<file path="src/rv_isa_pkg.sv">
`default_nettype none

package rv_isa_pkg;

    localparam int XLEN       = 32;  // data and address width
    localparam int ILEN       = 32;  // instruction word width
    localparam int REG_ADDR_W = 5;   // x0..x31
    localparam int OPCODE_W   = 7;

    localparam logic [OPCODE_W-1:0] OPC_OP     = 7'b0110011;
    localparam logic [OPCODE_W-1:0] OPC_OP_IMM = 7'b0010011;
    localparam logic [OPCODE_W-1:0] OPC_LOAD   = 7'b0000011;
    localparam logic [OPCODE_W-1:0] OPC_STORE  = 7'b0100011;
    localparam logic [OPCODE_W-1:0] OPC_BRANCH = 7'b1100011;
    localparam logic [OPCODE_W-1:0] OPC_JAL    = 7'b1101111;
    localparam logic [OPCODE_W-1:0] OPC_JALR   = 7'b1100111;
    localparam logic [OPCODE_W-1:0] OPC_LUI    = 7'b0110111;
    localparam logic [OPCODE_W-1:0] OPC_AUIPC  = 7'b0010111;

    // zero encoding is ALU so a cleared payload decodes as a plain bubble
    typedef enum logic [2:0] {
        CLASS_ALU,
        CLASS_LOAD,
        CLASS_STORE,
        CLASS_BRANCH,
        CLASS_JAL,
        CLASS_JALR,
        CLASS_LUI,
        CLASS_AUIPC
    } op_class_e;

    typedef enum logic [3:0] {
        ALU_ADD,
        ALU_SUB,
        ALU_SLL,
        ALU_SLT,
        ALU_SLTU,
        ALU_XOR,
        ALU_SRL,
        ALU_SRA,
        ALU_OR,
        ALU_AND
    } alu_op_e;

    typedef struct packed {
        logic                  valid;
        logic [XLEN-1:0]       pc;
        logic [ILEN-1:0]       inst;
        logic [REG_ADDR_W-1:0] rd;
        logic                  rd_we;
        logic [REG_ADDR_W-1:0] rs1;
        logic                  rs1_re;
        logic [REG_ADDR_W-1:0] rs2;
        logic                  rs2_re;
        logic [XLEN-1:0]       imm;       // sign extended
        op_class_e             op_class;
        alu_op_e               alu_op;
        logic                  use_imm;   // second operand is imm
        logic                  illegal;
    } dec_info_t;

endpackage

`default_nettype wire

</file>
<file path="src/pipe_ctrl_pkg.sv">
`default_nettype none

package pipe_ctrl_pkg;

    // one command per pipeline register
    typedef struct packed {
        logic stall;  // keep current contents
        logic flush;  // load zero payload, beats stall
    } stage_cmd_t;

    // what fetch hands to decode
    typedef struct packed {
        logic                            valid;
        logic [rv_isa_pkg::XLEN-1:0]     pc;
        logic [rv_isa_pkg::ILEN-1:0]     inst;
    } fetch_t;

endpackage

`default_nettype wire

</file>
<file path="src/dec_bus_if.sv">
`timescale 1ns/1ps
`default_nettype none

// decoded instruction leaving the decoder
interface dec_bus_if;

    rv_isa_pkg::dec_info_t info;

    modport producer (
        output info       // decoder fills every field
    );

    modport hazard (
        input  info       // register indices, read enables and valid
    );

    modport consumer (
        input  info       // whole payload into ID/EX
    );

endinterface

`default_nettype wire

</file>
<file path="src/inst_decoder.sv">
`timescale 1ns/1ps
`default_nettype none

module inst_decoder (
    input wire pipe_ctrl_pkg::fetch_t fetch_i,
    dec_bus_if.producer               dec
);

    logic [rv_isa_pkg::ILEN-1:0]     inst;
    logic [rv_isa_pkg::OPCODE_W-1:0] opcode;
    logic [2:0]                      funct3;
    logic                            is_op;
    logic                            funct7_zero;
    logic                            funct7_alt;
    logic [rv_isa_pkg::XLEN-1:0]     imm_i;
    logic [rv_isa_pkg::XLEN-1:0]     imm_s;
    logic [rv_isa_pkg::XLEN-1:0]     imm_b;
    logic [rv_isa_pkg::XLEN-1:0]     imm_u;
    logic [rv_isa_pkg::XLEN-1:0]     imm_j;
    rv_isa_pkg::alu_op_e             arith_op;
    logic                            arith_bad;
    rv_isa_pkg::dec_info_t           info;

    assign inst        = fetch_i.inst;
    assign opcode      = inst[6:0];
    assign funct3      = inst[14:12];
    assign is_op       = (opcode == rv_isa_pkg::OPC_OP);
    assign funct7_zero = (inst[31:25] == 7'b0000000);
    assign funct7_alt  = (inst[31:25] == 7'b0100000);  // SUB / SRA

    assign imm_i = {{20{inst[31]}}, inst[31:20]};
    assign imm_s = {{20{inst[31]}}, inst[31:25], inst[11:7]};
    assign imm_b = {{19{inst[31]}}, inst[31], inst[7], inst[30:25], inst[11:8], 1'b0};
    assign imm_u = {inst[31:12], 12'b0};
    assign imm_j = {{11{inst[31]}}, inst[31], inst[19:12], inst[20], inst[30:21], 1'b0};

    // funct3 map shared by OP and OP-IMM
    always_comb begin
        arith_bad = 1'b0;
        case (funct3)
            3'b000: begin
                arith_op  = (is_op && funct7_alt) ? rv_isa_pkg::ALU_SUB : rv_isa_pkg::ALU_ADD;
                arith_bad = is_op && !funct7_zero && !funct7_alt;
            end
            3'b001: begin
                arith_op  = rv_isa_pkg::ALU_SLL;
                arith_bad = !funct7_zero;  // shamt[5] set too
            end
            3'b010: begin
                arith_op  = rv_isa_pkg::ALU_SLT;
                arith_bad = is_op && !funct7_zero;
            end
            3'b011: begin
                arith_op  = rv_isa_pkg::ALU_SLTU;
                arith_bad = is_op && !funct7_zero;
            end
            3'b100: begin
                arith_op  = rv_isa_pkg::ALU_XOR;
                arith_bad = is_op && !funct7_zero;
            end
            3'b101: begin
                arith_op  = funct7_alt ? rv_isa_pkg::ALU_SRA : rv_isa_pkg::ALU_SRL;
                arith_bad = !funct7_zero && !funct7_alt;
            end
            3'b110: begin
                arith_op  = rv_isa_pkg::ALU_OR;
                arith_bad = is_op && !funct7_zero;
            end
            default: begin
                arith_op  = rv_isa_pkg::ALU_AND;
                arith_bad = is_op && !funct7_zero;
            end
        endcase
    end

    always_comb begin
        info          = '0;
        info.valid    = fetch_i.valid;
        info.pc       = fetch_i.pc;
        info.inst     = inst;
        info.rd       = inst[11:7];
        info.rs1      = inst[19:15];
        info.rs2      = inst[24:20];
        info.op_class = rv_isa_pkg::CLASS_ALU;
        info.alu_op   = rv_isa_pkg::ALU_ADD;  // address adds for non-ALU classes

        case (opcode)
            rv_isa_pkg::OPC_OP: begin
                info.rs1_re  = 1'b1;
                info.rs2_re  = 1'b1;
                info.rd_we   = 1'b1;
                info.alu_op  = arith_op;
                info.illegal = arith_bad;
            end
            rv_isa_pkg::OPC_OP_IMM: begin
                info.rs1_re  = 1'b1;
                info.rd_we   = 1'b1;
                info.imm     = imm_i;
                info.use_imm = 1'b1;
                info.alu_op  = arith_op;
                info.illegal = arith_bad;
            end
            rv_isa_pkg::OPC_LOAD: begin
                info.op_class = rv_isa_pkg::CLASS_LOAD;
                info.rs1_re   = 1'b1;
                info.rd_we    = 1'b1;
                info.imm      = imm_i;
                info.use_imm  = 1'b1;
            end
            rv_isa_pkg::OPC_STORE: begin
                info.op_class = rv_isa_pkg::CLASS_STORE;
                info.rs1_re   = 1'b1;
                info.rs2_re   = 1'b1;
                info.imm      = imm_s;
                info.use_imm  = 1'b1;
            end
            rv_isa_pkg::OPC_BRANCH: begin
                info.op_class = rv_isa_pkg::CLASS_BRANCH;
                info.rs1_re   = 1'b1;
                info.rs2_re   = 1'b1;
                info.imm      = imm_b;   // target offset, ALU compares regs
                info.alu_op   = rv_isa_pkg::ALU_SUB;
            end
            rv_isa_pkg::OPC_JAL: begin
                info.op_class = rv_isa_pkg::CLASS_JAL;
                info.rd_we    = 1'b1;
                info.imm      = imm_j;
                info.use_imm  = 1'b1;
            end
            rv_isa_pkg::OPC_JALR: begin
                info.op_class = rv_isa_pkg::CLASS_JALR;
                info.rs1_re   = 1'b1;
                info.rd_we    = 1'b1;
                info.imm      = imm_i;
                info.use_imm  = 1'b1;
            end
            rv_isa_pkg::OPC_LUI: begin
                info.op_class = rv_isa_pkg::CLASS_LUI;
                info.rd_we    = 1'b1;
                info.imm      = imm_u;
                info.use_imm  = 1'b1;
            end
            rv_isa_pkg::OPC_AUIPC: begin
                info.op_class = rv_isa_pkg::CLASS_AUIPC;
                info.rd_we    = 1'b1;
                info.imm      = imm_u;
                info.use_imm  = 1'b1;
            end
            default: begin
                info.illegal = 1'b1;  // CSR, FENCE, ECALL land here too
            end
        endcase

        if (info.rd == '0) begin
            info.rd_we = 1'b0;  // writes to x0 are dropped
        end

        // illegal keeps valid and register fields, nothing else
        if (info.illegal) begin
            info.rd_we    = 1'b0;
            info.rs1_re   = 1'b0;
            info.rs2_re   = 1'b0;
            info.imm      = '0;
            info.use_imm  = 1'b0;
            info.op_class = rv_isa_pkg::CLASS_ALU;
            info.alu_op   = rv_isa_pkg::ALU_ADD;
        end

        if (!fetch_i.valid) begin
            info.rd_we   = 1'b0;  // bubble requests nothing
            info.rs1_re  = 1'b0;
            info.rs2_re  = 1'b0;
            info.illegal = 1'b0;
        end
    end

    assign dec.info = info;

endmodule

`default_nettype wire

</file>
<file path="src/pipe_reg.sv">
`timescale 1ns/1ps
`default_nettype none

module pipe_reg #(
    parameter type payload_t = logic
) (
    input  wire                            clk,
    input  wire                            rst_i,
    input  wire pipe_ctrl_pkg::stage_cmd_t cmd_i,
    input  wire payload_t                  d_i,
    output payload_t                       q_o
);

    // reset and flush share the zero payload, flush beats stall
    always_ff @(posedge clk) begin
        if (rst_i || cmd_i.flush) begin
            q_o <= '0;
        end else if (!cmd_i.stall) begin
            q_o <= d_i;  // valid travels with the payload
        end
    end

endmodule

`default_nettype wire

</file>
<file path="src/pipe_ctrl.sv">
`timescale 1ns/1ps
`default_nettype none

module pipe_ctrl (
    input  wire                        redirect_i,
    input  wire rv_isa_pkg::dec_info_t ex_info_i,
    dec_bus_if.hazard                  hz,
    output pipe_ctrl_pkg::stage_cmd_t  if_id_cmd_o,
    output pipe_ctrl_pkg::stage_cmd_t  id_ex_cmd_o,
    output logic                       stall_o
);

    logic ex_is_load;
    logic rs1_hit;
    logic rs2_hit;
    logic load_use;

    // load data not ready until after execute
    assign ex_is_load = ex_info_i.valid && ex_info_i.rd_we &&
                        (ex_info_i.op_class == rv_isa_pkg::CLASS_LOAD);

    assign rs1_hit  = hz.info.rs1_re && (hz.info.rs1 == ex_info_i.rd);
    assign rs2_hit  = hz.info.rs2_re && (hz.info.rs2 == ex_info_i.rd);
    assign load_use = ex_is_load && hz.info.valid && (rs1_hit || rs2_hit);

    always_comb begin
        if_id_cmd_o = '0;
        id_ex_cmd_o = '0;
        if (redirect_i) begin
            if_id_cmd_o.flush = 1'b1;  // both younger items are wrong path
            id_ex_cmd_o.flush = 1'b1;
        end else if (load_use) begin
            if_id_cmd_o.stall = 1'b1;  // consumer waits in decode
            id_ex_cmd_o.flush = 1'b1;  // one bubble into execute
        end
    end

    assign stall_o = load_use && !redirect_i;

endmodule

`default_nettype wire

</file>
<file path="src/decode_stage_top.sv">
`timescale 1ns/1ps
`default_nettype none

module decode_stage_top (
    input  wire                                 clk,
    input  wire                                 rst_i,
    input  wire                                 fetch_valid_i,
    input  wire [rv_isa_pkg::XLEN-1:0]          fetch_pc_i,
    input  wire [rv_isa_pkg::ILEN-1:0]          fetch_inst_i,
    input  wire                                 redirect_i,     // one-cycle pulse from execute
    output wire                                 stall_o,        // upstream must hold inputs
    output wire                                 ex_valid_o,
    output wire [rv_isa_pkg::XLEN-1:0]          ex_pc_o,
    output wire [rv_isa_pkg::ILEN-1:0]          ex_inst_o,
    output wire [rv_isa_pkg::REG_ADDR_W-1:0]    ex_rd_o,
    output wire                                 ex_rd_we_o,
    output wire [rv_isa_pkg::REG_ADDR_W-1:0]    ex_rs1_o,
    output wire                                 ex_rs1_re_o,
    output wire [rv_isa_pkg::REG_ADDR_W-1:0]    ex_rs2_o,
    output wire                                 ex_rs2_re_o,
    output wire [rv_isa_pkg::XLEN-1:0]          ex_imm_o,
    output rv_isa_pkg::op_class_e               ex_op_class_o,
    output rv_isa_pkg::alu_op_e                 ex_alu_op_o,
    output wire                                 ex_use_imm_o,
    output wire                                 ex_illegal_o
);

    pipe_ctrl_pkg::fetch_t     fetch_in;
    pipe_ctrl_pkg::fetch_t     fetch_q;     // IF/ID contents
    rv_isa_pkg::dec_info_t     ex_info;     // ID/EX contents
    pipe_ctrl_pkg::stage_cmd_t if_id_cmd;
    pipe_ctrl_pkg::stage_cmd_t id_ex_cmd;

    dec_bus_if dec_bus ();

    assign fetch_in.valid = fetch_valid_i;
    assign fetch_in.pc    = fetch_pc_i;
    assign fetch_in.inst  = fetch_inst_i;

    pipe_reg #(
        .payload_t (pipe_ctrl_pkg::fetch_t)
    ) if_id_reg (
        .clk   (clk),
        .rst_i (rst_i),
        .cmd_i (if_id_cmd),
        .d_i   (fetch_in),
        .q_o   (fetch_q)
    );

    inst_decoder decoder (
        .fetch_i (fetch_q),
        .dec     (dec_bus.producer)
    );

    // consumer side of the bus, whole payload registered
    pipe_reg #(
        .payload_t (rv_isa_pkg::dec_info_t)
    ) id_ex_reg (
        .clk   (clk),
        .rst_i (rst_i),
        .cmd_i (id_ex_cmd),
        .d_i   (dec_bus.info),
        .q_o   (ex_info)
    );

    pipe_ctrl ctrl (
        .redirect_i  (redirect_i),
        .ex_info_i   (ex_info),
        .hz          (dec_bus.hazard),
        .if_id_cmd_o (if_id_cmd),
        .id_ex_cmd_o (id_ex_cmd),
        .stall_o     (stall_o)
    );

    assign ex_valid_o    = ex_info.valid;
    assign ex_pc_o       = ex_info.pc;
    assign ex_inst_o     = ex_info.inst;
    assign ex_rd_o       = ex_info.rd;
    assign ex_rd_we_o    = ex_info.rd_we;
    assign ex_rs1_o      = ex_info.rs1;
    assign ex_rs1_re_o   = ex_info.rs1_re;
    assign ex_rs2_o      = ex_info.rs2;
    assign ex_rs2_re_o   = ex_info.rs2_re;
    assign ex_imm_o      = ex_info.imm;
    assign ex_op_class_o = ex_info.op_class;
    assign ex_alu_op_o   = ex_info.alu_op;
    assign ex_use_imm_o  = ex_info.use_imm;
    assign ex_illegal_o  = ex_info.illegal;

endmodule

`default_nettype wire

</file>
<file path="config.mk">
export PLATFORM = sky130hd
export DESIGN_NAME = decode_stage_top
export DESIGN_NICKNAME = d
export VERILOG_FILES = /design/src/rv_isa_pkg.sv /design/src/pipe_ctrl_pkg.sv /design/src/dec_bus_if.sv /design/src/inst_decoder.sv /design/src/pipe_reg.sv /design/src/pipe_ctrl.sv /design/src/decode_stage_top.sv
export SDC_FILE = /design/constraint.sdc
export NUM_CORES = 1
export LEC_CHECK = 0
export ABC_CLOCK_PERIOD_IN_PS = 4300
export BUFFER_PORTS_ARGS = -buffer_cell sky130_fd_sc_hd__buf_2
export CAP_MARGIN = 15
export CORE_MARGIN = 2
export CORE_UTILIZATION = 40
export DETAILED_ROUTE_END_ITERATION = 10
export PLACE_DENSITY_LB_ADDON = 0.1
export SYNTH_ARGS = -nofsm -noshare
export SYNTH_HDL_FRONTEND = slang
export SYNTH_SLANG_ARGS = --single-unit
</file>
<file path="constraint.sdc">
create_clock -name clk -period 4.3 [get_ports clk]
set_clock_uncertainty 0.1 [all_clocks]
set_input_delay 0.43 -clock clk [delete_from_list [all_inputs] [get_ports clk]]
set_output_delay 0.43 -clock clk [all_outputs]
set_load 0.01 [all_outputs]
</file>
# Yosys cells after proc, flatten, opt, wreduce, memory -nomap -nowiden

Cells that the tools add are included.

Register bits after elaboration: 189
Bits in latches: 0
RAM bits: 0
Memory bits (read-only): 0
Memories kept: 0

Add/subtract/negate cells: 0
Multipliers: 0
Div/mod/pow operators: 0
Order comparisons: 0
Equality and inequality tests: 19
Shift-type cells: 0
Muxes and demuxes: 20
Bitwise logic cells: 1
Reduce and logical (&&, ||, !) cells: 31

Operator list:

| kind               | count |
|---|---|
| $pmux 32 s5        | 1 |
| $mux 41            | 1 |
| $eq 7x6->1 const B | 4 |
| $pmux 4 s7         | 1 |
| $eq 7x7->1 const B | 3 |
| $pmux 3 s7         | 1 |
| $reduce_or 7->1    | 3 |
| $eq 7x5->1 const B | 2 |
| $mux 1             | 13 |
| $logic_and 1x1->1  | 11 |
| $eq 5x5->1         | 2 |
| $eq 3x3->1 const B | 3 |
| $pmux 4 s2         | 1 |
| $reduce_or 2->1    | 4 |
| $eq 7x2->1 const B | 1 |
| $logic_not 7->1    | 1 |
| $eq 3x1->1 const B | 2 |
| $eq 3x2->1 const B | 2 |
| $reduce_or 3->1    | 2 |
| $reduce_or 6->1    | 1 |
| $logic_not 5->1    | 1 |
| $reduce_or 4->1    | 1 |
| $logic_not 1->1    | 3 |
| $logic_not 3->1    | 1 |
| 4 further kinds    | 6 |

# Depth between registers and ports, before layout

Gate-level depths: netlist of run 1.

Depth in word-level cells: 15
Gate-level depth with buffers: 10
Depth with buffers taken out: 6

# Cells and area by module

Synthesis of run 1 repeated with hierarchy kept, for this count alone.

Cells, all modules: 867
Area, all modules: 8516.9 um2

By module, submodules not included:

| module               | times used | cells an instance | area an instance (um2) |
|---|---|---|---|
| pipe_reg (id_ex_reg) | 1          | 401               | 4421.7 |
| pipe_reg (if_id_reg) | 1          | 210               | 2338.5 |
| inst_decoder         | 1          | 234               | 1570.3 |
| pipe_ctrl            | 1          | 22                | 186.4 |

# Worst setup path before layout of run 1

OpenSTA, ideal clock, no wires.

Path type: reg-to-reg
From: reg if_id_reg.q_o[3] (netlist bit)
To: reg id_ex_reg.q_o[42] (netlist bit)
Library setup time: 115 ps
Data arrival time: 2147 ps
Data required time: 4085 ps
Setup slack: 1938 ps
Cell stages (with the launch flop): 11
Cell sequence: dfxtp_1 -> buf_6 -> and4bb_1 -> nand3_1 -> or4_1 -> a211oi_2 -> buf_6 -> nor2_2 -> buf_6 -> buf_6 -> and2_1

Cells in the longest elaborated chain, start to end: 13

Ends and longest elaborated chain:

| what                                        | line                                   | RTL |
|---|---|---|
| from (decl)                                 | pipe_reg.sv:11                         | `output payload_t q_o` |
| from (signal assigned)                      | pipe_reg.sv:19                         | `q_o <= d_i;` |
| $eq 7x6->1                                  | inst_decoder.sv:27, inst_decoder.sv:87 |  |
| $logic_and 1x1->1                           | -                                      |  |
| $logic_and 1x1->1                           | inst_decoder.sv:43                     | `arith_bad = is_op && !funct7_zero && !funct7_alt;` |
| $pmux 1 s3                                  | inst_decoder.sv:40                     | `case (funct3)` |
| $pmux 1 s2                                  | inst_decoder.sv:87                     | `case (opcode)` |
| $mux 1 / $mux 41 (equally long branches)    | inst_decoder.sv:159                    | `if (info.illegal) begin` |
| $mux 1                                      | inst_decoder.sv:169                    | `if (!fetch_i.valid) begin` |
| $logic_and 1x1->1, on equally long branches | pipe_ctrl.sv:22, pipe_ctrl.sv:23       |  |
| $logic_or 1x1->1 (*)                        | pipe_ctrl.sv:24                        | `assign load_use = ex_is_load && hz.info.valid && (rs1_hit \|\| rs2_hit);` |
| $logic_and 1x1->1 (*)                       | pipe_ctrl.sv:24                        |  |
| $mux 1 (*)                                  | pipe_ctrl.sv:32                        | `end else if (load_use) begin` |
| $mux 1 (*)                                  | pipe_ctrl.sv:29                        | `if (redirect_i) begin` |
| $logic_or 1x1->1 (*)                        | pipe_reg.sv:16                         | `if (rst_i \|\| cmd_i.flush) begin` |
| to (signal assigned)                        | pipe_reg.sv:19                         |  |
| to (decl)                                   | pipe_reg.sv:11                         |  |

Mark *: on every way between the ends. The rest lies on a longest branch, timed or not.
A chain may end at the register's enable or synchronous reset.

# Worst setup path after layout of run 1

From: reg if_id_reg.q_o[2] (netlist bit)
To: out stall_o

Cells in the longest elaborated chain, start to end: 11

Ends and longest elaborated chain:

| what                                        | line                                   | RTL |
|---|---|---|
| $eq 7x6->1                                  | inst_decoder.sv:27, inst_decoder.sv:87 |  |
| $logic_and 1x1->1                           | -                                      |  |
| $logic_and 1x1->1                           | inst_decoder.sv:43                     |  |
| $pmux 1 s3                                  | inst_decoder.sv:40                     |  |
| $pmux 1 s2                                  | inst_decoder.sv:87                     |  |
| $mux 1 / $mux 41 (equally long branches)    | inst_decoder.sv:159                    |  |
| $mux 1                                      | inst_decoder.sv:169                    |  |
| $logic_and 1x1->1, on equally long branches | pipe_ctrl.sv:22, pipe_ctrl.sv:23       |  |
| $logic_or 1x1->1 (*)                        | pipe_ctrl.sv:24                        |  |
| $logic_and 1x1->1 (*)                       | pipe_ctrl.sv:24                        |  |
| $logic_and 1x1->1 (*)                       | pipe_ctrl.sv:38                        | `assign stall_o = load_use && !redirect_i;` |
| to (decl)                                   | decode_stage_top.sv:11                 | `output wire stall_o,` |

Marks and branches as above.

==> results of run 1 <==
[power by group]
part	switching [mW]	total, mW	internal [mW]
combinational	0.0713	0.136	0.0650
clock	0.605	1.47	0.867
sequential	0.0313	1.68	1.65
[routing by layer]
metal  global-route usage (%)  up-vias
met5                        0        -
met4                     6.98        0
met3                     7.04       14
met2                     28.8      146
met1                     22.8     2180
li1                         -     2288
[area by class of cell]
class                      count  area (um2)
fill                        1384        7110
sequential                   174        3480
multi-input combinational    367        2210
timing repair buffer         197        1010
clock buffer                  21         450
tap                          184         230
clock inverter                11         118
inverter                       7        26.3
antenna                        2        5.00
[logic make-up (layout without fill, tap and decap cells)]
kind of cell / after synthesis / in the layout / share of synthesized area (%)
buffers and inverters: 60 / 236 / 6.08
and+or+nand+nor: 243 / 243 / 19.5
other: 0 / 2 / 0
muxes: 61 / 61 / 10.1
xor gates and xnor gates: 11 / 11 / 1.59
AOI/OAI and AO/OA: 52 / 52 / 5.17
DFF: 174 / 174 / 57.6
[registers in the layout, summed over array words and instances, names as in the netlist]
register	count
id_ex_reg.q_o	109
if_id_reg.q_o	65
[how the worst max path moves through the flow]
stage	to	from	cells past startpoint	slack, ps
after floorplan	id_ex_reg.q_o[42]$_SDFF_PP0_	if_id_reg.q_o[3]$_SDFFE_PP0N_	10	1940
after global placement	id_ex_reg.q_o[106]$_SDFF_PP0_	if_id_reg.q_o[3]$_SDFFE_PP0N_	7	1420
after detailed placement	id_ex_reg.q_o[104]$_SDFF_PP0_	if_id_reg.q_o[2]$_SDFFE_PP0N_	7	1330
after CTS	stall_o	if_id_reg.q_o[2]$_SDFFE_PP0N_	5	1240
after global routing	id_ex_reg.q_o[98]$_SDFF_PP0_	if_id_reg.q_o[2]$_SDFFE_PP0N_	7	1130
final	stall_o	if_id_reg.q_o[2]$_SDFFE_PP0N_	5	1190
[per-stage QoR]
| step | cell area (um2) | setup WS, ps | power, mW | util [%] |
|---|---|---|---|---|
| 2_1_floorplan | 6050 | 1940 | 1.79 | - |
| 3_3_place_gp | 6970 | 1420 | 1.85 | 47.6 |
| 3_5_place_dp | 6970 | 1330 | 1.85 | 47.6 |
| 4_1_cts | 7530 | 1240 | 3.33 | 51.4 |
| 5_1_grt | 7540 | 1130 | 3.41 | 51.5 |
| 6_report | 7540 | 1190 | 3.29 | 51.5 |
[cells in the mapped netlist, types with 7 or more instances]
master	n	area, um2
dfxtp_1	174	3480
nor2_1	108	405
mux2i_1	61	611
and2_1	60	375
a21oi_1	30	150
nand2_1	27	101
clkbuf_1	23	86.3
nor3_1	16	80.1
buf_4	15	113
buf_6	11	124
inv_1	7	26.3
nand3_1	7	35.0
==> flow_summary.ini, run 1 <==
[drt]
post_drt_wl_per_cell_um = 15.3
met1_length_mm = 6.66
antenna_left = 0
vias_per_cell = 4.81
wl_mm = 14.7
drt_iter0_drc = 184
via_count = 4628
dr.pass1.iters = 5
drc_errors = 0
met2RoutedLength_mm = 6.83
wl_met3_mm = 1.01
dr.max_layer_used = met4

[min_path]
hold_class = in2reg
hold_end = if_id_reg.q_o[3]$_SDFFE_PP0N_
min_from = fetch_inst_i[3]
min_path_cells = 2

[setup_path]
cp-start-kind = flop
critPathKind = reg2out
critPathArrivalTime_ps = 2580
r2r_end = id_ex_reg.q_o[101]$_SDFF_PP0_
r2r_cells = 7
reg2reg_slack_ps = 1300
regToRegStartpoint = if_id_reg.q_o[2]$_SDFFE_PP0N_
critPathSlowestCell = a211oi_1
required_ps = 3770
crit_chain = and4bb_1 > nand3b_1 > a211oi_1 > nor4_1 > buf_2
crit_buf_inv = 1
crit_fanout = 12
end_kind = primary output
cpPeakStageDelay_ps = 820
crit_family = compound AO/OA/AOI/OAI gates

[die]
die_area_um2 = 16100
rows = 44
die_w_um = 127
initial_utilization_pct = 41.3
io_pins = 193
dieHeight_um = 127
core_um2 = 14600

[flow_run]
maxCapViolCount = 0

[final_layout]
drive_above_1_share_pct = 29.9
area_growth_pct = 24.6
fin_nets = 832
final_cell_mix = buf_2 (192), dfxtp_1 (174), nor2_1 (108), mux2i_1 (61), and2_1 (60)
finalNonFillerCells = 963
layout_commonest_cell = buf_2

[timing]
hold_slack_ps = 113
rsz0062_at_grt = false
setup_tns_ps = 0
relSlewSlack_pct = 30.5
worst_pin_slew_ps = 1040
max_freq_mhz = 322
hold_viol = 0
setup_viol = 0
drv_slew = 0
finalCriticalPeriod_ps = 3110
timing.final.crit_share_pct = 72.3

[synthesis]
synthFlopType = dfxtp_1
yosysWarningCount = 0
yosysSeqAreaShare_pct = 57.6
synth-edff-count = 0
syn_nets = 669
synthDistinctLibCells = 39
synthCells = 601
syn_area_per_cell_um2 = 10.1
ys_seq_elements = 174
synthArstFlopShare_pct = 0
mappedNetlistArea_um2 = 6050

[global_routing]
grt_first_pass_wirelength_mm = 22.9
grt-ovfl-total = 0
track_usage_pct = 18.3
grt_max_degree = 73
grt_pass1_vias = 4499
antenna_found_initial = 2

[clock_network]
cts_made_buffers = 17
clock_path_buffers = 2
post_cts_buffers = 0
cts-root-buf = clkbuf_16
path_clk_slew_ps = 60
postCtsHoldBufs = 0
clock_sinks = 174
h-tree-depth = 4
ctsResizeCount = 0
cts_tree = yes
clk_latency_ps = 420

[run_status]
status = completed

[placement]
numPortBuffers = 192
place_congestion = 0.830
dp_cells = 929
hpwl_mm = 10.1

[power]
ir_worst_vdd_mv = 0.257
p_leak_nw = 3.30
cellPowerDensity_nw_per_um2 = 436
No activity file was read; power rests on OpenSTA's default activity.
==> inputs of run 2 (changes only) <==
ABC_CLOCK_PERIOD_IN_PS = 3100   (was 4300)
clock period = 3.1 ns   (was 4.3 ns; I/O delays follow)
==> flow_summary.ini, run 2 (synthesis results as in run 1) <==
[timing]
worst_pin_slew_ps = 669
max_freq_mhz = 350
hold_viol = 0
setup_viol = 0
drv_slew = 0
setup_ws_ps = 241
hold_slack_ps = 18.7
relSlewSlack_pct = 55.4
rsz0062_at_grt = false
timing.final.crit_share_pct = 92.2
finalCriticalPeriod_ps = 2860
setup_tns_ps = 0

[final_layout]
area_growth_pct = 27.4
drive_above_1_share_pct = 30.7
finalNonFillerCells = 975
layout_commonest_cell = buf_2
largestRegisters = id_ex_reg.q_o: 109 flops, if_id_reg.q_o: 65 flops
fin_nets = 846
antenna_cells = 0
n_fill_cell = 1367
largest_reg_flops = 109
top_register = id_ex_reg.q_o
final_cell_mix = buf_2 (192), dfxtp_1 (174), nor2_1 (108), mux2i_1 (61), and2_1 (60)

[die]
dieHeight_um = 127
io_pins = 193
rows = 44
core_um2 = 14600
initial_utilization_pct = 41.3
die_w_um = 127
die_area_um2 = 16100

[min_path]
hold_class = in2reg
min_from = fetch_pc_i[0]

[power]
power_frac_clock_pct = 45.5
power_mw = 4.64
ir_worst_vdd_mv = 0.429
pwr-share-comb_pct = 4.3
seqPwrFrac_pct = 50.1
internal_power_mw = 3.65
switching_power_mw = 0.983
switching_share_pct = 21.2
p_leak_nw = 3.38
cellPowerDensity_nw_per_um2 = 602

[drt]
via_count = 4574
wl_mm = 14.8
vias_per_cell = 4.69
post_drt_wl_per_cell_um = 15.2
drt_iter0_drc = 188
drc_errors = 0
antenna_left = 0
dr.pass1.iters = 7

[setup_path]
critPathKind = reg2reg
critPathArrivalTime_ps = 3050
crit_path_start = if_id_reg.q_o[2]$_SDFFE_PP0N_
cp-start-kind = flop
end_kind = flop
regToRegStartpoint = if_id_reg.q_o[2]$_SDFFE_PP0N_
required_ps = 3290
crit_fanout = 31

[flow_run]
maxCapViolCount = 0

[global_routing]
grt_first_pass_wirelength_mm = 22.7
track_usage_pct = 18.3
grt_max_degree = 45
grt-ovfl-total = 0
grt_pass1_vias = 4443
antenna_found_initial = 1

[placement]
place_congestion = 0.824
dp_slack_ps = 201
hpwl_mm = 10.5
dp_cells = 939
numPortBuffers = 192

[clock_network]
clk_latency_ps = 420
cts-root-buf = clkbuf_16
cts_tree = yes
h-tree-depth = 4
clock_path_buffers = 2
path_clk_slew_ps = 60
clock_sinks = 174
post_cts_buffers = 0
cts_made_buffers = 17

[run_status]
status = completed
-- run 2: critical path, cell delays in order, from the launching register on --
cell,delay (ps)
dfxtp_1,420
and4bb_1,330
nand3_1,140
or4_1,620
a211oi_4,300
buf_12,280
buf_12,240
mux2i_1,210
nor2_1,60
-- run 2: final timing paths --
check	endpoint	slack (ps)	cells past startpoint
worst min register to register	id_ex_reg.q_o[110]$_SDFF_PP0_	350	1
worst min-delay path	if_id_reg.q_o[32]$_SDFFE_PP0N_	20	3
worst max register to register	if_id_reg.q_o[28]$_SDFFE_PP0N_	240	8
worst max-delay path	if_id_reg.q_o[28]$_SDFFE_PP0N_	240	8
-- run 2: power groups by stage --
stage | registers [mW] | clock network, mW | logic [mW]
6_report | 2.32 | 2.11 | 0.201
5_1_grt | 2.33 | 2.25 | 0.226
4_1_cts | 2.32 | 2.16 | 0.204
3_5_place_dp | 2.37 | 0 | 0.200
3_3_place_gp | 2.37 | 0 | 0.195
2_1_floorplan | 2.36 | 0 | 0.114
-- run 2: per-stage QoR --
stage / cell area [um2] / util, %
5_1_grt: 7710 / 52.6
3_5_place_dp: 7070 / 48.2
3_3_place_gp: 7070 / 48.2
6_report: 7710 / 52.6
2_1_floorplan: 6050 / -
4_1_cts: 7700 / 52.6
-- run 2: layout make-up --
class / instances / area (um2) / area share (%)
sequential: 174 / 3480 / 45.2
multi-input combinational: 367 / 2220 / 28.8
timing repair buffer: 211 / 1150 / 14.9
clock buffer: 24 / 492 / 6.38
tap: 184 / 230 / 2.99
clock inverter: 8 / 104 / 1.35
inverter: 7 / 26.3 / 0.341
-- run 2: routing by layer --
layer,vias to the layer above,part of all wire (%),global-route usage (%)
met2,131,46,29.3
met1,2112,46,23.0
met4,2,0.93,6.14
li1,2318,-,-
met5,-,0.088,0
met3,11,6.3,6.50
-- run 2: repair_timing --
action,in CTS,in global routing
setup endpoints to repair,0,44
gates resized for setup,0,1
endpoints found under the hold margin,4,0
hold buffers,4,0
